<file path="config.mk">
export PLATFORM = sky130hd
export DESIGN_NAME = obj_line_buf
export DESIGN_NICKNAME = d
export VERILOG_FILES = /design/src/obj_geom_pkg.sv /design/src/obj_line_buf.sv
export SDC_FILE = /design/constraint.sdc
export NUM_CORES = 2
export LEC_CHECK = 0
export BUFFER_PORTS_ARGS = -buffer_cell sky130_fd_sc_hd__buf_2
export CAP_MARGIN = 30
export CORE_MARGIN = 1.5
export CORE_UTILIZATION = 52
export CTS_BUF_LIST = sky130_fd_sc_hd__clkbuf_16
export CTS_CLUSTER_DIAMETER = 120
export DETAILED_ROUTE_END_ITERATION = 10
export PLACE_DENSITY_LB_ADDON = 0.1
export SLEW_MARGIN = 20
export SYNTH_ARGS = -nofsm -noshare
export SYNTH_HDL_FRONTEND = slang
export SYNTH_SLANG_ARGS = --single-unit
</file>
<file path="constraint.sdc">
create_clock -name clk -period 5.8 [get_ports clk]
set_input_delay 0.58 -clock clk [delete_from_list [all_inputs] [get_ports clk]]
set_output_delay 0.58 -clock clk [all_outputs]
set_load 0.1 [all_outputs]
</file>
<file path="src/obj_geom_pkg.sv">
// object table and line table sizes; the table is sized to fill OBJ_AW exactly
package obj_geom_pkg;

    localparam int DATA_W       = 16;                   // every table word
    localparam int OBJ_COUNT    = 64;
    localparam int OBJ_IW       = $clog2(OBJ_COUNT);    // object index
    localparam int OBJ_AW       = OBJ_IW + 2;           // four words per object
    localparam int TBL_WORDS    = OBJ_COUNT * 4;

    // apb word address, one bit wider so that misses can be flagged
    localparam int PADDR_W      = OBJ_AW + 1;

    localparam int LINE_ENTRIES = 32;
    localparam int ENTRY_W      = $clog2(LINE_ENTRIES);
    localparam int LINE_AW      = ENTRY_W + 2;          // entry index and word select
    localparam int BUF_AW       = LINE_AW + 1;          // plus bank bit

    localparam int VPOS_W       = 9;                    // scan line, wraps at 512

endpackage

</file>
<file path="src/obj_line_buf.sv">
// two line banks; the renderer side always reads the bank not selected by vrender bit 0
`timescale 1ns/1ps

module obj_line_buf (
    input  logic                             clk,
    // scanner write port
    input  logic                             wr_en,
    input  logic [obj_geom_pkg::BUF_AW-1:0]  wr_addr,
    input  logic [obj_geom_pkg::DATA_W-1:0]  wr_data,
    // renderer read port
    input  logic [obj_geom_pkg::VPOS_W-1:0]  vrender,
    input  logic [obj_geom_pkg::LINE_AW-1:0] line_addr,
    output logic [obj_geom_pkg::DATA_W-1:0]  line_data
);
    import obj_geom_pkg::*;

    logic [DATA_W-1:0] mem [2**BUF_AW];
    logic              rd_bank;

    assign rd_bank = ~vrender[0];   // previous line

    always_ff @(posedge clk) begin
        if (wr_en) begin
            mem[wr_addr] <= wr_data;
        end
        line_data <= mem[{rd_bank, line_addr}];
    end

    // scanner bank selection must never collide with the renderer
    a_bank_split: assert property (@(posedge clk) wr_en |-> wr_addr[BUF_AW-1] != rd_bank)
        else $error("line write into the bank being read");

endmodule

</file>
# After elaboration in Yosys (flattened, before gate mapping)
# Memory sizes are Yosys's and may differ from the RTL's. A register that Yosys moved wholly into a read port is not among the register bits.
# Cells that the tools add are included.
# totals
ff_bits	0
ramBits	4096
out_inout_bits	16
memories	1
# mem_list
name	words	width	read_ports	rd_ports_with_merged_regs	wr	line_no	source
mem	256	16	1	1	1	obj_line_buf.sv:17	logic [DATA_W-1:0] mem [2**BUF_AW];
# classes
mux	2
n_bitwise	1
# ops
cell	n
$mux W1	2
$not A1 Y1	1

# Depth between registers and ports, before layout
# logic_depth
word_depth	2
ltp_mapped	12
depth_no_buf	6

# Least setup slack after synthesis
# OpenSTA, ideal clock, no wires.
# synth_path
kind	input to register
start	input port wr_addr[0] (netlist name)
end	memory mem[237][0], enable pin
setup_time_ns	0.388
arrival_time_ns	2.356
t_required_ns	5.412
slack_ns	3.055
stages	6
path_buffers	3
cell_sequence	clkbuf_1 -> nor2b_1 -> clkbuf_1 -> nand4_1 -> clkbuf_1 -> nor2_1
# synth_rtl
element	line_no	source
start, declared	obj_line_buf.sv:8	input logic [obj_geom_pkg::BUF_AW-1:0] wr_addr,
end, declared	obj_line_buf.sv:17	
# Straight into the memory's write port.

==> flow_summary.json <==
{
  "finalSetupViolations": 0,
  "seq_area_frac_synth_pct": 77.7,
  "cts.hold.buffers_added": 3,
  "slew_headroom_pct": 18.1,
  "grt_setup_unrepaired": "no",
  "portBuffers": 49,
  "synth_enable_flop_cells": 4096,
  "timing.final.ws_setup_ns": 2.46,
  "gp_routability_congestion": 0.832,
  "initialDrtViolationCount": 10000,
  "numClockSinks": 4112,
  "cts.repair_timing.setup_buffer_count": 0,
  "fillerInstances": 21700,
  "total_die_area_um2": 309000,
  "core_occupancy_in_the_finished_layout_pct": 59.2,
  "overflow_after_grt": 0,
  "largest_net_degree_at_the_start_of_global_routing": 207,
  "cts-buffers-inserted": 414,
  "vias_in_the_first_global_route": 77700,
  "netlist-cell-type-count": 52,
  "cts_tree": "built",
  "top_level_ports": 58,
  "post_cts_resize_count": 0,
  "worstSkewPairLatency_ns": 0.97,
  "critical_path.max_stage_delay_ns": 0.65,
  "slowest_stage": "a21oi_1",
  "grt_pass1_wl_um": 586000,
  "finalClockSkew_ns": 0.0522,
  "buf_inv_on_cp": 4,
  "worstSetupStartpointType": "input pin",
  "setup.worst_path.class": "in2reg",
  "via_per_inst": 6.42,
  "design.core.area_um2": 303000,
  "final_routed_drc_violation_total": 0,
  "cts_root_buffer": "clkbuf_16",
  "post_synth_instance_area_um2": 159000,
  "critical_path.top_delay_family": "buffers and inverters",
  "routed_wire_length_um": 416000,
  "fin_crit_sh_pct": 57.6,
  "outcome": "finished clean",
  "pre_cts_slack_ns": 1.50,
  "cts.clk_slew.worst_paths_ns": 0.06,
  "final.min_clock_period_ns": 3.34,
  "num_rows": 202,
  "ctsLongestPathBuffers": 4,
  "synth_async_sr_flop_share_pct": 0,
  "end_kind": "flop",
  "path_cells": "buf_12 -> buf_12 -> buf_12 -> buf_12 -> mux2i_1 -> o221ai_1 -> o22ai_1 -> a21oi_1 -> nand4_1 -> nor4_1",
  "path_common_cell": "buf_12",
  "nNetsFinal": 7894,
  "path_max_fanout": 56,
  "die_w_um": 555,
  "ant_nets": 0,
  "totalNegativeSetupSlack_ns": 0,
  "cap_violations": 0,
  "post_synth_inst_count": 7360,
  "power.leakage_nw": 57.4,
  "drtPass1Iterations": 6,
  "synthesis.area_per_instance_um2": 21.6,
  "detailed_place_hpwl_um": 243000,
  "vdd_ir_drop_max_mv": 0.360,
  "area.growth.synth_to_final_pct": 13.2,
  "hold_ws_ns": 0.0564,
  "start_util_pct": 52.3,
  "htree_levels": 5,
  "power_density_nw_per_um2": 345,
  "detail_route.wl_per_cell_um": 34.1,
  "critPathRequiredTime_ns": 6.63,
  "hold_path_class": "in2reg",
  "worst-slew-pin-transition_ns": 1.23,
  "achievable_frequency_mhz": 299,
  "grt_usage_pct": 26.9,
  "drv_slew": 0,
  "die_ht_um": 555,
  "dr_vias": 78400,
  "leading_register_cell_type_out_of_synthesis": "edfxtp_1",
  "final_hold_viol_count": 0,
  "share_of_cells_above_drive_strength_1_pct": 25.5,
  "antenna_found_initial": 25,
  "yosys_warnings": 0,
  "synth_fp_nets": 7402,
  "synth.ff_latch_count": 4112,
  "critical_path_arrival_ns": 4.18
}
[worst paths after layout]
check	from	endpoint	slack (ns)	cells past startpoint
min	wr_data[13]	mem[88][13]$_DFFE_PP_	0.06	1
max	line_addr[0]	line_data[7]$_DFF_P_	2.46	10
max reg2reg	mem[155][7]$_DFFE_PP_	line_data[7]$_DFF_P_	2.86	5
min reg2reg	mem[64][11]$_DFFE_PP_	line_data[11]$_DFF_P_	1.09	6
[per-layer routing]
layer,vias to the layer above,share of wire (%),track usage (%),wire (um)
met2,3540,48,42.5,198000
met4,10,3.1,7.90,13100
met5,-,0.015,0,64
met3,604,8.4,4.55,34800
met1,41900,41,39.0,170000
li1,32400,-,-,-
[flip-flops by register name (all words and copies together), names as in the netlist]
name / cells
mem: 4096
line_data: 16
[cell families (layout without fill, tap and decap cells)]
family	count (synthesis)	after routing	share of synthesized area [%]
other	0	22	0
buffers and inverters	456	1303	1.69
flip-flops	4112	4112	77.7
AND/OR/NAND/NOR	556	556	1.57
AO/OA/AOI/OAI	786	786	3.54
multiplexers	1450	1450	15.5
[placed cells by master (no fill, tap or decap), types with 89 or more instances in the layout]
cell       Yosys  final
nor3_1        92     89
mux2i_1      565    565
clkinv_1       0    119
o22ai_1      148    148
clkbuf_16      0    420
nor2_1       304    235
mux4_2       797    797
o221ai_1     252    252
a21oi_1      175    175
buf_4         25    376
clkinv_2       0     93
edfxtp_1    4096   4096
[synth_stat cells, types with 3 or more instances]
library cell	instances	area share, %
a2111oi_0	6	0.033
a211oi_1	18	0.085
a21oi_1	175	0.55
a221oi_1	28	0.15
a22o_1	32	0.18
a22oi_1	43	0.20
a31oi_1	6	0.024
and3_1	11	0.043
buf_1	32	0.076
buf_12	5	0.063
buf_2	80	0.25
buf_4	25	0.12
buf_6	77	0.55
buf_8	11	0.10
clkbuf_1	222	0.53
dfxtp_1	16	0.20
edfxtp_1	4096	77
inv_1	3	0.0071
mux2_2	88	0.62
mux2i_1	565	3.6
mux4_2	797	11
nand2_1	38	0.090
nand2b_1	3	0.012
nand3_1	35	0.11
nand4_1	26	0.10
nand4b_1	3	0.017
nor2_1	304	0.72
nor2b_1	9	0.035
nor3_1	92	0.29
nor4_1	17	0.067
o21ai_0	37	0.12
o221ai_1	252	1.4
o22ai_1	148	0.58
o31ai_1	16	0.076
o32ai_1	20	0.11
or2_2	4	0.016
[worst register-to-register path, cell delays in order (launching register included)]
cell and delay (ns):
edfxtp_1 0.36, mux4_2 0.52, mux4_2 0.56, a22o_1 0.29, o32ai_1 0.87, nor4_1 0.17
[metrics by stage]
step | cell area (um^2) | total power (W) | cells
after floorplan | 159000 | 0.0352 | 7360
after global placement | 166000 | 0.0366 | 11400
after detailed placement | 166000 | 0.0367 | 11400
after CTS | 179000 | 0.0623 | 12200
after global routing | 180000 | 0.0635 | 12200
final | 180000 | 0.0620 | 12200
[power breakdown]
group / internal, W / switching (W) / leakage (nW)
Combinational: 0.00106 / 0.00217 / 13.7
Sequential: 0.0328 / 0.0000661 / 36.9
Clock: 0.0148 / 0.0112 / 6.77
[layout make-up]
type / count / area (um^2) / share of cell area (%)
clock buffer: 420 / 10500 / 5.85
sequential: 4112 / 123000 / 68.7
multi-input combinational: 2792 / 33000 / 18.4
tap: 3978 / 4980 / 2.77
inverter: 4 / 27.5 / 0.0153
timing repair buffer: 528 / 5030 / 2.80
antenna: 22 / 55.1 / 0.0306
clock inverter: 351 / 2670 / 1.48
No activity file was read; power rests on OpenSTA's default activity.
