[src/obj_geom_pkg.sv]
// object table and line table sizes; the table is sized to fill OBJ_AW exactly
package obj_geom_pkg;

    localparam int DATA_W       = 16;                   // every table word
    localparam int OBJ_COUNT    = 64;
    localparam int OBJ_IW       = $clog2(OBJ_COUNT);    // object index
    localparam int OBJ_AW       = OBJ_IW + 2;           // four words per object
    localparam int TBL_WORDS    = OBJ_COUNT * 4;

    // apb word address, one bit wider so that misses can be flagged
    localparam int PADDR_W      = OBJ_AW + 1;

    localparam int LINE_ENTRIES = 32;
    localparam int ENTRY_W      = $clog2(LINE_ENTRIES);
    localparam int LINE_AW      = ENTRY_W + 2;          // entry index and word select
    localparam int BUF_AW       = LINE_AW + 1;          // plus bank bit

    localparam int VPOS_W       = 9;                    // scan line, wraps at 512

endpackage

[src/obj_table_ram.sv]
// apb object table with word addresses; writes past the table are dropped, reads return zero
`timescale 1ns/1ps

module obj_table_ram (
    input  logic                             clk,
    input  logic                             rst,
    // apb slave
    input  logic [obj_geom_pkg::PADDR_W-1:0] paddr,
    input  logic                             psel,
    input  logic                             penable,
    input  logic                             pwrite,
    input  logic [obj_geom_pkg::DATA_W-1:0]  pwdata,
    output logic [obj_geom_pkg::DATA_W-1:0]  prdata,
    output logic                             pready,
    output logic                             pslverr,
    // scanner read port
    input  logic [obj_geom_pkg::OBJ_AW-1:0]  tbl_addr,
    output logic [obj_geom_pkg::DATA_W-1:0]  tbl_data
);
    import obj_geom_pkg::*;

    logic [DATA_W-1:0] mem [TBL_WORDS];
    logic              acc;
    logic              oor;     // address beyond the table
    logic              rd_wait; // first access cycle of a read seen

    assign acc = psel && penable;
    assign oor = paddr >= PADDR_W'(TBL_WORDS);

    assign pready  = acc && (pwrite || rd_wait);
    assign pslverr = pready && oor;

    always_ff @(posedge clk or posedge rst) begin
        if (rst) begin
            rd_wait <= 1'b0;
            prdata  <= '0;
        end else begin
            rd_wait <= acc && !pwrite && !rd_wait;
            if (acc && !pwrite && !rd_wait) begin
                prdata <= oor ? '0 : mem[paddr[OBJ_AW-1:0]];
            end
        end
    end

    always_ff @(posedge clk) begin
        if (acc && pwrite && !oor) begin
            mem[paddr[OBJ_AW-1:0]] <= pwdata;
        end
        tbl_data <= mem[tbl_addr]; // one cycle to the scanner
    end

    // the master must open every access phase with psel held
    a_penable_psel: assert property (@(posedge clk) disable iff (rst) penable |-> psel)
        else $error("penable high without psel");

endmodule

[config.mk]
export PLATFORM = sky130hd
export DESIGN_NAME = obj_table_ram
export DESIGN_NICKNAME = d
export VERILOG_FILES = /design/src/obj_geom_pkg.sv /design/src/obj_table_ram.sv
export SDC_FILE = /design/constraint.sdc
export NUM_CORES = 2
export LEC_CHECK = 0
export BUFFER_PORTS_ARGS = -buffer_cell sky130_fd_sc_hd__buf_2
export CAP_MARGIN = 0
export CORE_ASPECT_RATIO = 1.2
export CORE_UTILIZATION = 30
export CTS_BUF_LIST = sky130_fd_sc_hd__clkbuf_2 sky130_fd_sc_hd__clkbuf_4 sky130_fd_sc_hd__clkbuf_8
export DETAILED_ROUTE_END_ITERATION = 7
export PLACE_DENSITY = 0.44
export SLEW_MARGIN = 20
export SYNTH_ARGS = -nofsm -noshare
export SYNTH_HDL_FRONTEND = slang
export SYNTH_SLANG_ARGS = --single-unit
[constraint.sdc]
create_clock -name clk -period 2.13 [get_ports clk]
set_clock_uncertainty 0.1 [all_clocks]
set_input_delay 0.3195 -clock clk [delete_from_list [all_inputs] [get_ports clk]]
set_output_delay 0.3195 -clock clk [all_outputs]
set_load 0.03 [all_outputs]
* Yosys cells after proc, flatten, opt, wreduce, memory -nomap -nowiden *
Memories as Yosys holds them, arrays and structs flattened. A register that Yosys moved wholly into a read port is not among the register bits.
Cells that the tools add are included.

storage, ports and cells
  logic and storage cells = 18
  memories = 1
  output and inout bits = 34
  bits in writable memories = 4,096
  input bits = 38
  flip-flop bits (word level) = 17

operators by class
  multiplexer cells = 3
  order comparisons = 1
  reduce and logical (&&, ||, !) cells = 11

memories
  memory  words  width  read ports  clocked after memory_dff  wr ports  RTL line             RTL
  mem     256    16     2           1                         1         obj_table_ram.sv:22  logic [DATA_W-1:0] mem [TBL_WORDS];

operators with widths
  operator                                    number
  2-to-1 mux 16 bit                           1
  >= comparator 9 bit, second input constant  1
  logical AND 1 bit                           7
  logical NOT 1 bit                           3
  2-to-1 mux 1 bit                            2
  logical OR 1 bit                            1

* Logic depth before layout (Yosys ltp) *
  depth after elaboration = 5
  gate-level depth with buffers = 13
  gate-level depth less buffers = 8

* Least setup slack after synthesis *
Ideal clock, no wire load.

  path type = input to register
  start point = in paddr[1] (netlist bit)
  end point = mem mem[114][0], enable pin
  data required time = 1.642 ns
  arrival = 2.881 ns
  setup time = 0.388 ns
  setup slack = -1.240 ns
  stages on the path = 11
  path buffers = 7
  path through = buf_2 > buf_4 > buf_2 > buf_2 > buf_2 > buf_2 > nand2_1 > nor2_1 > nand2_1 > clkbuf_1 > nor2_1

on the way
  word-level cells in the longest chain between the ends = 5

ends and longest elaborated chain
  what                                    RTL line             RTL
  start, declared                         obj_table_ram.sv:8   input logic [obj_geom_pkg::PADDR_W-1:0] paddr,
  >= comparator 9 bit                     obj_table_ram.sv:28  assign oor = paddr >= PADDR_W'(TBL_WORDS);
  logical NOT 1 bit                       obj_table_ram.sv:46  if (acc && pwrite && !oor) begin
  logical AND 1 bit                       obj_table_ram.sv:46
  2-to-1 mux 1 bit                        obj_table_ram.sv:46
  2-to-1 mux 1 bit (not written as such)  obj_table_ram.sv:47  mem[paddr[OBJ_AW-1:0]] <= pwdata;
  end, declared                           obj_table_ram.sv:22

Several ways; a longest one is shown, not always the timed one.

==> run_results.csv <==
group,metric,value,unit
status,outcome,"finished, violations left",
status,failed_checks,"setup timing",
global_routing,grt_max_degree,111,
hold_path,hp-class,"in2reg",
routing,drc_errors,0,
routing,num_vias,116300,
worst_setup_path,crit_start,"mem[27][2]",
timing,slew_viol_final,0,
clock_tree,clk_transition_reported_paths,0.06,ns
synth,ys_top_cells_by_count,"edfxtp_1, mux4_2, mux2i_1",
routing,drt_iter0_drc,14370,
worst_setup_path,cp_slowest_cell,"mux4_2",
floorplanning,chipWidth,729.8,um
power_and_ir_drop,switching_power,47.76,mW
routing,wl,854000,um
worst_setup_path,worstPathRequired,3.30,ns
place,port_buffers,71,
synth,synth_async_sr_flop_share,0.004117,
timing,fin_crit_sh,1.368,
global_routing,grt_pass1_wl,1128000,um
timing,period_minus_slack,2.914,ns
clock_tree,cts_tree,"done",
power_and_ir_drop,power,183.5,mW
power_and_ir_drop,p_int,135.7,mW
synth,synth_fp_nets,8843,
worst_setup_path,max_stage_delay,0.68,ns
clock_tree,root_buffer,"clkbuf_8",
synth,yosysMostFrequentCell,"edfxtp_1",
power_and_ir_drop,clkPwrFrac,0.397,
cells_and_area,drive_above_1_share,0.5474,
hold_path,min_to,"mem[29][8]",
floorplanning,rows,320,
floorplanning,io_pins,72,
worst_setup_path,crit_type,"reg2reg",
clock_tree,cts_buffers,698,
place,gp_congestion,0.9315,
global_routing,grt_use_total,0.2634,
timing,worstMarginPinSlew,1.242,ns
worst_setup_path,crit_buf_inv,1,
routing,ant_nets,0,
power_and_ir_drop,p_seq_frac,0.490,
power_and_ir_drop,switching_share,0.2603,
worst_setup_path,crit_chain,"mux4_2 > mux4_2 > a22o_4 > a221oi_4 > buf_4 > and3_4 > a21oi_2",
floorplanning,die_h,875.3,um
worst_setup_path,cp_common_cell,"mux4_2",
synth,yosys_warnings,0,
cells_and_area,area_delta_synth_final,28.21,%
synth,synthFlopType,"edfxtp_1",
routing,wire_per_inst,41.87,um
synth,yosysTopAreaCell,"edfxtp_1",
power_and_ir_drop,pwr_density_cell,750.5,nW/um2
timing,finalHoldViolations,0,
global_routing,grt_antenna_before_repair,71,
worst_setup_path,crit_family,"multiplexers",
hold_path,hold_start,"pwdata[8]",
timing,rsz0062_at_grt,"true",
worst_setup_path,cp-end-kind,"flop",
worst_setup_path,worst_setup_path_start_kind,"flop",
synth,syn_inst,8805,
clock_tree,clock_path_buffers,4,
synth,synth.top_cell.area_share,0.6451,
synth,synth_area,190700,um2
floorplanning,die-area,638800,um2
timing,setup_ws,-0.7840,ns
clock_tree,cts_max_level,6,
routing,vias_per_cell,5.701,
global_routing,grt_pass1_vias,121100,
hold_path,hold-path-cell-count,3,
timing,timing.slew.headroom,0.1711,
worst_setup_path,ff2ff_setup_slack,-0.78,ns
synth,syn_avg_cell_area,21.65,um2
worst_setup_path,critPathArrivalTime,4.08,ns
synth,ys_ff_latch,4129,
place,hpwl,603200,um
clock_tree,insertion_delay,1.39,ns
clock_tree,cts.sinks,4129,
synth,synth_cell_types,72,
run,drv_cap,0,
floorplanning,start_util,0.3012,
global_routing,gr-total-overflow,0,
cells_and_area,fillers,56990,
power_and_ir_drop,p_comb_frac,0.114,
timing,max_freq,343.2,MHz
synth,ys_seq_area_frac,0.6490,
power_and_ir_drop,ir_drop,0.5167,mV
worst_setup_path,r2r_cells,7,
timing,setup_viol,94,
routing,dr.pass1.iters,6,
synth,synth-edff-count,4096,
cells_and_area,nets,11460,
worst_setup_path,path_max_fanout,2,
timing,fin_tns_setup,-26.18,ns
worst_setup_path,r2r-end,"prdata[2]",
power_and_ir_drop,p_leak,79.82,nW
synth,synth_area_leaders,"edfxtp_1, mux4_2, mux2i_1",
worst_setup_path,r2r-start,"mem[27][2]",
floorplanning,design.core.area,633000,um2
[worst min-delay path: cells and delay by family]
kind / cells / cell delay (ns)
buf+inv: 3 / 1.00
[what timing repair did]
item / in CTS / in global routing
setup buffers: 18 / 8
endpoints found under the setup margin: 66 / 1695
gates resized for setup: 381 / 56
hold buffers: 67 / 0
pin swaps: 71 / 38
endpoints found under the hold margin: 4186 / 0
[cell families after synthesis]
logic type,count (synthesis),share of synthesized area
DFF,4129,0.6490
muxes,2758,0.2969
buffers and inverters,725,0.01842
and+or+nand+nor,668,0.01564
AOI/OAI and AO/OA,525,0.02003
[how the worst max path moves through the flow]
stage	to	slack (ns)	cells past startpoint
5_1_grt	prdata[2]	-0.80	7
6_report	prdata[2]	-0.78	7
3_5_place_dp	prdata[1]	-2.16	11
3_3_place_gp	prdata[4]	-2.57	10
2_1_floorplan	mem[100][0]	-0.72	11
4_1_cts	prdata[2]	-0.79	7
[per-layer routing]
layer | part of all wire | GRT usage | vias up
met4 | 0.061 | 0.1367 | 14
met1 | 0.38 | 0.3303 | 64740
met5 | 0.00010 | 0 | -
met3 | 0.071 | 0.04891 | 1390
met2 | 0.48 | 0.4360 | 5524
li1 | - | - | 44620
[sequential cells by signal, indices dropped and copies added (netlist names)]
signal / count
mem: 4096
prdata: 16
rd_wait: 1
tbl_data: 16
[final cells by class]
cell class                 count  area (um2)  area share
timing repair buffer        2633       29590      0.1210
clock buffer                 941       11530     0.04717
multi-input combinational   3951       66740      0.2730
antenna                       35       87.58   0.0003583
sequential                  4129      123800      0.5065
inverter                       9       42.54   0.0001740
clock inverter               327        2177    0.008906
tap                         8372       10480     0.04285
[placed cells by master (no fill, tap or decap), types with 19 or more instances in the layout]
cell type and count:
nand2_1 139, nand3_1 40, buf_6 64, nor2_2 83, a22oi_2 55, nor2_4 188
nor2_1 42, mux2_2 25, clkinv_1 174, clkbuf_8 723, buf_12 735, mux2i_1 371
buf_4 1732, inv_6 19, buf_8 22, dlygate4sd3_1 55, mux4_2 2315, edfxtp_1 4096
o22ai_1 33, a221oi_1 29, nand2_4 19, clkbuf_4 227, diode_2 35, a22oi_1 133
mux2i_4 23, o21ai_0 48, mux2i_2 22, a21oi_1 41, clkinv_2 76
[stage by stage]
stage / utilization / hold WS (ns) / cell area, um2 / std cells / worst slack, ns
after floorplan: - / 0.1456 / 192800 / 8805 / -0.7199
after global routing: 0.3861 / 0.06654 / 244400 / 20370 / -0.7954
after CTS: 0.3856 / 0.003897 / 244100 / 20360 / -0.7876
after global placement: 0.3602 / 0.3366 / 228000 / 19020 / -2.573
final: 0.3862 / 0.1029 / 244500 / 20400 / -0.7840
after detailed placement: 0.3604 / 0.3242 / 228100 / 19030 / -2.156
[power by group through the flow]
stage	Combinational [mW]	Sequential, mW	Clock, mW
2_1_floorplan	8.32	91.4	0
3_3_place_gp	19.8	91.5	0
3_5_place_dp	19.9	91.5	0
4_1_cts	20.7	89.8	74.2
5_1_grt	21.2	89.8	77.2
6_report	20.8	89.9	72.8
Power figures use the tool's default switching activity.
