File: src/obj_geom_pkg.sv
// object table and line table sizes; the table is sized to fill OBJ_AW exactly
package obj_geom_pkg;

    localparam int DATA_W       = 16;                   // every table word
    localparam int OBJ_COUNT    = 64;
    localparam int OBJ_IW       = $clog2(OBJ_COUNT);    // object index
    localparam int OBJ_AW       = OBJ_IW + 2;           // four words per object
    localparam int TBL_WORDS    = OBJ_COUNT * 4;

    // apb word address, one bit wider so that misses can be flagged
    localparam int PADDR_W      = OBJ_AW + 1;

    localparam int LINE_ENTRIES = 32;
    localparam int ENTRY_W      = $clog2(LINE_ENTRIES);
    localparam int LINE_AW      = ENTRY_W + 2;          // entry index and word select
    localparam int BUF_AW       = LINE_AW + 1;          // plus bank bit

    localparam int VPOS_W       = 9;                    // scan line, wraps at 512

endpackage

File: src/obj_fmt_pkg.sv
// object word order, attribute fields and line entry layout; hflip is passed through only
package obj_fmt_pkg;

    // word order inside one object of the table
    localparam logic [1:0] WORD_ATTR = 2'd0;
    localparam logic [1:0] WORD_CODE = 2'd1;
    localparam logic [1:0] WORD_Y    = 2'd2;
    localparam logic [1:0] WORD_X    = 2'd3;

    // attribute word fields
    localparam int TM_HI     = 15;  // extra tile rows
    localparam int TM_LO     = 12;
    localparam int TN_HI     = 11;  // extra tile columns
    localparam int TN_LO     = 8;
    localparam int VFLIP_BIT = 6;
    localparam int HFLIP_BIT = 5;
    localparam int PAL_HI    = 4;
    localparam int PAL_LO    = 0;

    localparam int TILE_IDX_W = TM_HI - TM_LO + 1;

    localparam int TILE_PX = 16;                // pixels per tile, both ways
    localparam int TILE_SH = $clog2(TILE_PX);

    // line entry words, word 3 is left unwritten
    localparam logic [1:0] ENT_ATTR = 2'd0;
    localparam logic [1:0] ENT_CODE = 2'd1;
    localparam logic [1:0] ENT_X    = 2'd2;

    localparam logic [15:0] ENTRY_FILL = 16'hffff;

endpackage

File: src/obj_attr_decode.sv
// combinational object decode for one scan line; tile rows come out unflipped
`timescale 1ns/1ps

module obj_attr_decode (
    input  logic [obj_geom_pkg::VPOS_W-1:0]    vrender,
    input  logic [obj_geom_pkg::DATA_W-1:0]    obj_attr,
    input  logic [obj_geom_pkg::DATA_W-1:0]    obj_code,
    input  logic [obj_geom_pkg::DATA_W-1:0]    obj_y,
    input  logic [obj_fmt_pkg::TILE_IDX_W-1:0] tile_n_idx,
    output logic                               inzone,
    output logic [obj_fmt_pkg::TILE_SH-1:0]    vsub,
    output logic [obj_geom_pkg::DATA_W-1:0]    code_mn,
    output logic                               last_col
);
    import obj_geom_pkg::*;
    import obj_fmt_pkg::*;

    logic [TILE_IDX_W-1:0] tile_m;
    logic [TILE_IDX_W-1:0] tile_n;
    logic [TILE_IDX_W-1:0] row_m;
    logic [VPOS_W-1:0]     dy;      // line offset into the object, mod 512
    logic [VPOS_W-1:0]     height;
    logic                  vflip;

    assign tile_m = obj_attr[TM_HI:TM_LO];
    assign tile_n = obj_attr[TN_HI:TN_LO];
    assign vflip  = obj_attr[VFLIP_BIT];

    assign dy     = vrender - obj_y[VPOS_W-1:0];
    assign height = VPOS_W'((tile_m + 1) * TILE_PX);   // at most 256 lines

    assign inzone = dy < height;

    // only meaningful when inzone, dy is then below 256
    assign row_m = TILE_IDX_W'(dy >> TILE_SH);
    assign vsub  = dy[TILE_SH-1:0] ^ {TILE_SH{vflip}};

    // each nibble wraps on its own
    always_comb begin
        code_mn = obj_code;
        code_mn[7:4] = obj_code[7:4] + row_m;
        code_mn[3:0] = obj_code[3:0] + tile_n_idx;
    end

    assign last_col = tile_n_idx == tile_n;

endmodule

File: config.mk
export PLATFORM = sky130hd
export DESIGN_NAME = obj_attr_decode
export DESIGN_NICKNAME = d
export VERILOG_FILES = /design/src/obj_geom_pkg.sv /design/src/obj_fmt_pkg.sv /design/src/obj_attr_decode.sv
export SDC_FILE = /design/constraint.sdc
export NUM_CORES = 1
export LEC_CHECK = 0
export ABC_AREA = 1
export BUFFER_PORTS_ARGS = -buffer_cell sky130_fd_sc_hd__buf_2
export CAP_MARGIN = 30
export CORE_MARGIN = 1
export CORE_UTILIZATION = 40
export DETAILED_ROUTE_END_ITERATION = 8
export PLACE_DENSITY = 0.93
export SYNTH_ARGS = -nofsm -noshare
export SYNTH_HDL_FRONTEND = slang
export SYNTH_SLANG_ARGS = --single-unit
File: constraint.sdc
create_clock -name vclk -period 3.95
set_clock_uncertainty 0.2 [all_clocks]
set_input_delay 0.5925 -clock vclk [all_inputs]
set_output_delay 0.5925 -clock vclk [all_outputs]
set_load 0.05 [all_outputs]
==> Word level (Yosys, flattened, before mapping) <==
Cells that the tools add are included.
{ "word_totals": {"in_bits": 61, "romBits": 0, "elab_cells": 7, "ramBits": 0, "out_inout_bits": 22, "mem_count": 0, "register_bits": 0, "latchBits": 0} }
{ "classes": {"shifts": 0, "div": 0, "mux": 0, "multipliers": 0, "bitwise_logic": 1, "n_addsub": 4, "n_reduce_logical": 0, "n_lt_le_gt_ge": 1, "n_eq_ne": 1} }
{ "op_table": {"columns": ["operator", "count"], "rows": [
  ["$lt A9 B9 Y1", 1],
  ["$sub A9 B9 Y9", 1],
  ["$add A4 B4 Y4", 2],
  ["$add A4 B1 Y5 const B", 1],
  ["$eq A4 B4 Y1", 1],
  ["$xor A4 B4 Y4", 1]
]} }

==> Longest topological paths before layout <==
Gate-level depths: netlist of the first run.
{ "logic_depth": {"ltp_word": 2, "depth_mapped": 17, "depth_no_buf": 17} }

==> Worst setup path after synthesis of the first run <==
No wires, ideal clock.
{ "synth_timing": {"kind": "input to output", "startpoint": "input vrender[0] (netlist bit)", "endpoint": "output code_mn[6] (netlist bit)", "n_path_buf": 0, "arrival_time_ns": 2.938, "stages": 12, "t_required_ns": 3.157, "setup_slack_ns": 0.220, "cell_sequence": "inv_1 > ha_1 > fa_1 > inv_1 > nand3_1 > nand2_1 > nand2_1 > nand2_1 > inv_1 > ha_1 > fa_1 > xor2_1"} }
{ "synth_between": {"elab_chain_cells": 2} }
{ "synth_lines": {"columns": ["element", "line_no", "source"], "rows": [
  ["start, declared", "obj_attr_decode.sv:5", "input logic [obj_geom_pkg::VPOS_W-1:0] vrender,"],
  ["$sub A9 B9 Y9", "obj_attr_decode.sv:29", "assign dy = vrender - obj_y[VPOS_W-1:0];"],
  ["$add A4 B4 Y4", "obj_attr_decode.sv:41", "code_mn[7:4] = obj_code[7:4] + row_m;"],
  ["end, declared", "obj_attr_decode.sv:12", "output logic [obj_geom_pkg::DATA_W-1:0] code_mn,"]
]} }
No other way between the ends.

==> Worst setup path after layout of the first run <==
{ "layout_timing": {"startpoint": "input vrender[0] (netlist bit)", "endpoint": "output code_mn[7] (netlist bit)"} }
Same word-level chain as after synthesis.

==> results of run 1 <==
==> stage by stage <==
stage,area [sq um],util (%)
floorplan,953,-
global placement,1190,53.4
detailed placement,1190,53.4
CTS,1190,53.4
global route,1200,53.7
finish,1200,53.7
==> synthesized netlist by cell type <==
cell type / n / area [sq um]
nand2_1: 29 / 109
nor2_1: 1 / 3.75
ha_1: 19 / 238
o2111ai_1: 1 / 8.76
nand2_2: 4 / 25.0
o21a_1: 1 / 7.51
o211ai_1: 1 / 7.51
xor2_1: 4 / 35.0
a21oi_1: 8 / 40.0
nor2_2: 1 / 6.26
nand3_1: 11 / 55.1
o21ai_0: 1 / 5.00
inv_1: 28 / 105
xnor2_1: 12 / 105
a21oi_2: 2 / 17.5
a21oi_4: 1 / 16.3
nand3b_1: 2 / 15.0
nand4_1: 2 / 12.5
or2_2: 2 / 12.5
buf_4: 8 / 60.1
fa_1: 3 / 60.1
a221oi_1: 1 / 8.76
==> worst max-delay path, cell delays in order <==
cell       delay, ns
buf_2           0.08
inv_1           0.03
ha_1            0.22
fa_1            0.41
inv_1           0.09
nand4_1         0.12
o2111ai_1       0.10
nand2_1         0.12
ha_1            0.35
a21oi_2         0.17
nand2_1         0.06
nand2_1         0.05
nand2_1         0.06
inv_1           0.06
nand3_1         0.07
nand2_1         0.06
clkbuf_4        0.22
==> final timing paths <==
kind,slack (ns),startpoint,to
setup / recovery,0.31,vrender[0],code_mn[7]
hold / removal,0.99,obj_code[12],code_mn[12]
==> routing by layer <==
layer / global-route usage, % / up-vias / wire length (microns)
met2: 36.2 / 33 / 1080
met4: 2.31 / 0 / 5
li1: - / 544 / -
met5: 0 / - / 0
met1: 17.2 / 453 / 774
met3: 0.298 / 2 / 93
==> final cells by class <==
cell class	count	area, sq um
fillers	244	1030
multi-input cells	106	792
repair buffers	53	268
inverters	28	105
well taps	28	35.0
==> cells by family (layout without fill, tap and decap cells) <==
family,after synthesis,count (layout),share of synthesized area (%)
AOI/OAI and AO/OA,16,16,11.7
and+or+nand+nor,52,52,25.1
xor gates and xnor gates,16,16,14.7
buffers and inverters,36,81,17.3
adders and majority gates,22,22,31.2
==> report_power, final <==
| group | internal (mW) | switching [mW] | total, mW | leakage, nW |
|---|---|---|---|---|
| Combinational | 0.104 | 0.223 | 0.327 | 0.722 |
| Sequential | 0 | 0 | 0 | 0 |
| Clock | 0 | 0 | 0 | 0 |
==> timing repair <==
action | in CTS | in global routing
endpoints found under the hold margin | 0 | 0
setup endpoints to repair | 0 | 1
buffers inserted | 0 | 0
resized for setup | 0 | 2
==> impl_metrics.env, run 1 <==
export IMPL_syn_nets=225
export IMPL_syn_cell_area_sq_um=953
export IMPL_clock_buffers=0
export IMPL_power_leakage_nw=0.722
export IMPL_max_freq_mhz=274
export IMPL_ir_drop_uv=143
export IMPL_grt_start_max_net_pins=7
export IMPL_die_area_sq_um=2580
export IMPL_avgSynthCellArea_sq_um=6.71
export IMPL_drt_pass1_iterations=4
export IMPL_route_detailed_wl_per_inst_microns=9.07
export IMPL_yosys_warnings=0
export IMPL_hold_ws_ns=0.985
export IMPL_rows=17
export IMPL_mostFrequentLayoutCells="buf_2 (52), nand2_1 (29), inv_1 (28)"
export IMPL_rsz0062_at_grt="no"
export IMPL_post_place_cells=215
export IMPL_end_kind="output port"
export IMPL_antenna_left=0
export IMPL_cp_arrival_ns=2.85
export IMPL_port_buffers=53
export IMPL_ios=83
export IMPL_vias=1032
export IMPL_cap_violations=0
export IMPL_die_w_microns=50.8
export IMPL_regArea_sq_um=0
export IMPL_drcViolationCount=0
export IMPL_outcome="completed"
export IMPL_start_util_pct=42.7
export IMPL_wl_microns=1950
export IMPL_setup_violations_final=0
export IMPL_areaGrowthSynthToFinish_pct=25.9
export IMPL_crit_fanout=3
export IMPL_die_y_microns=50.8
export IMPL_coreArea_sq_um=2230
export IMPL_nets=272
export IMPL_worst_setup_path_type="input pin to output port"
export IMPL_grt_first_pass_wirelength_microns=3480
export IMPL_gp_congestion=0.800
export IMPL_fin_crit_ns=3.64
export IMPL_seq_cells=0
export IMPL_pre_cts_ws_ns=0.252
export IMPL_setup_slack_ns=0.306
export IMPL_diodes=0
export IMPL_drtIter0Drc=13
export IMPL_slew_headroom_pct=73.1
export IMPL_dp_hpwl_microns=1850
export IMPL_powerDensity_nw_per_um2=273
export IMPL_finalPower_uw=327
export IMPL_tns_ns=0
export IMPL_finalNonFillerCells=215
export IMPL_antenna_found_initial=0
export IMPL_slew_viol_final=0
export IMPL_hold_buffers=0
export IMPL_gr_total_overflow=0
export IMPL_min_period_over_period_pct=92.3
export IMPL_viasPerCell=4.80
export IMPL_drive_above_1_share_pct=34.2
export IMPL_final_common_cell="buf_2"
export IMPL_hold_viol=0
export IMPL_grt_total_usage_pct=16.5
export IMPL_worstMarginPinSlew_ns=0.401
export IMPL_critPathRequiredTime_ns=3.16
export IMPL_syn_inst=142
export IMPL_hold_depth=0
export IMPL_ys_types=22
export IMPL_hp_class="input pin to output port"
export IMPL_crit_path_start_kind="input pin"
export IMPL_grt_pass1_vias=977
export IMPL_yosysSeqAreaShare_pct=0
No activity file was read; power rests on OpenSTA's default activity.
==> inputs of run 2 (changes only) <==
CORE_MARGIN = 2   (was 1)
MAX_ROUTING_LAYER = met4   (was not set)
REMOVE_ABC_BUFFERS = 1   (was not set)
==> impl_metrics.env, run 2 (synthesized netlist as in run 1, its figures left out) <==
export IMPL_post_route_util_pct=53.4
export IMPL_drive_above_1_share_pct=33.7
export IMPL_antenna_left=0
export IMPL_diodes=0
export IMPL_rows=17
export IMPL_final_common_cell="buf_2"
export IMPL_sequentialPowerShare_pct=0
export IMPL_worst_setup_path_type="input pin to output port"
export IMPL_antenna_found_initial=0
export IMPL_grt_pass1_vias=934
export IMPL_postCtsSetupRepairBufs=0
export IMPL_hold_viol=0
export IMPL_multi_input_area_sq_um=788
export IMPL_pre_cts_ws_ns=0.267
export IMPL_seq_cells=0
export IMPL_outcome="completed"
export IMPL_hp_start="obj_code[12]"
export IMPL_cp_top_family="adder cells"
export IMPL_die_w_microns=52.8
export IMPL_drt_pass1_iterations=4
export IMPL_ir_drop_uv=191
export IMPL_coreArea_sq_um=2230
export IMPL_powerDensity_nw_per_um2=271
export IMPL_slew_viol_final=0
export IMPL_slew_headroom_pct=75.4
export IMPL_max_stage_delay_ns=0.41
export IMPL_areaGrowthSynthToFinish_pct=25.2
export IMPL_hold_ws_ns=0.985
export IMPL_nets=272
export IMPL_crit_start="vrender[0]"
export IMPL_grt_first_pass_wirelength_microns=3480
export IMPL_mostFrequentLayoutCells="buf_2 (53), nand2_1 (29), inv_1 (28)"
export IMPL_cts_resized=0
export IMPL_drcViolationCount=0
export IMPL_regArea_sq_um=0
export IMPL_setup_slack_ns=0.272
export IMPL_path_buf_inv=5
export IMPL_hold_buffers=0
export IMPL_crit_fanout=3
export IMPL_num_fill_cells=230
export IMPL_tns_ns=0
export IMPL_worstPathCellList="buf_2, inv_1, ha_1, fa_1, inv_1, nand4_1, o211ai_1, nand2_1, nand2_1, ha_1, a21oi_1, nand2_1, nand2_1, nand2_1, inv_1, nand3_1, nand2_1, buf_2"
export IMPL_route_detailed_wl_per_inst_microns=9.76
export IMPL_critPathRequiredTime_ns=3.16
export IMPL_grt_total_usage_pct=16.2
export IMPL_max_freq_mhz=272
export IMPL_power_leakage_nw=0.721
export IMPL_fin_crit_ns=3.68
export IMPL_cap_violations=0
export IMPL_die_area_sq_um=2790
export IMPL_wl_microns=2100
export IMPL_clockPowerShare_pct=0
export IMPL_hp_class="input pin to output port"
export IMPL_port_buffers=53
export IMPL_final_area_sq_um=1190
export IMPL_crit_path_start_kind="input pin"
export IMPL_cp_arrival_ns=2.89
export IMPL_worst_path_max_delay_cell="fa_1"
export IMPL_start_util_pct=42.7
export IMPL_grt_start_max_net_pins=7
export IMPL_gp_congestion=0.815
export IMPL_worstMarginPinSlew_ns=0.366
export IMPL_vias=1040
export IMPL_min_period_over_period_pct=93.1
export IMPL_switchingPower_uw=222
export IMPL_p_sw_share_pct=68.7
export IMPL_end_kind="output port"
export IMPL_ios=83
export IMPL_critPathMostFrequentCell="nand2_1"
export IMPL_viasPerCell=4.84
export IMPL_dpl_instance_area_sq_um=1190
export IMPL_setup_violations_final=0
export IMPL_dp_hpwl_microns=1940
export IMPL_drtIter0Drc=8
export IMPL_gr_total_overflow=0
export IMPL_die_y_microns=52.8
export IMPL_intPower_uw=101
export IMPL_pwr_share_comb_pct=100.0
export IMPL_clock_buffers=0
export IMPL_rsz0062_at_grt="no"
-- run 2: cell count changes in the layout (fill, tap and decap cells not counted), sizes merged --
cell and delta:
buf +1, clkbuf -1
-- run 2: final timing paths --
kind           to  slack [ns]  depth (start not counted)
max    code_mn[7]        0.27                         18
min   code_mn[12]        0.99                          0
-- run 2: final cells by class --
| type | instances | area share, % |
|---|---|---|
| multi-input combinational | 106 | 66.0 |
| inverter | 28 | 8.81 |
| tap | 28 | 2.94 |
| timing repair buffer | 53 | 22.2 |
-- run 2: per-layer routing --
metal | GRT usage [%] | wire (microns) | vias to the layer above
met5 | - | 0 | -
met2 | 30.4 | 1050 | 45
met4 | 0 | 0 | 0
met1 | 17.5 | 818 | 453
li1 | - | - | 542
met3 | 5.43 | 225 | 0
-- run 2: stage by stage --
stage / power [mW] / cells
floorplan: 0.255 / 134
global placement: 0.319 / 215
detailed placement: 0.325 / 215
CTS: 0.326 / 215
global route: 0.354 / 215
finish: 0.324 / 215
-- run 2: power groups by stage --
stage	Sequential (mW)	Combinational [mW]	Clock, mW
final	0	0.324	0
after global routing	0	0.354	0
after CTS	0	0.326	0
after detailed placement	0	0.325	0
after global placement	0	0.319	0
after floorplan	0	0.255	0
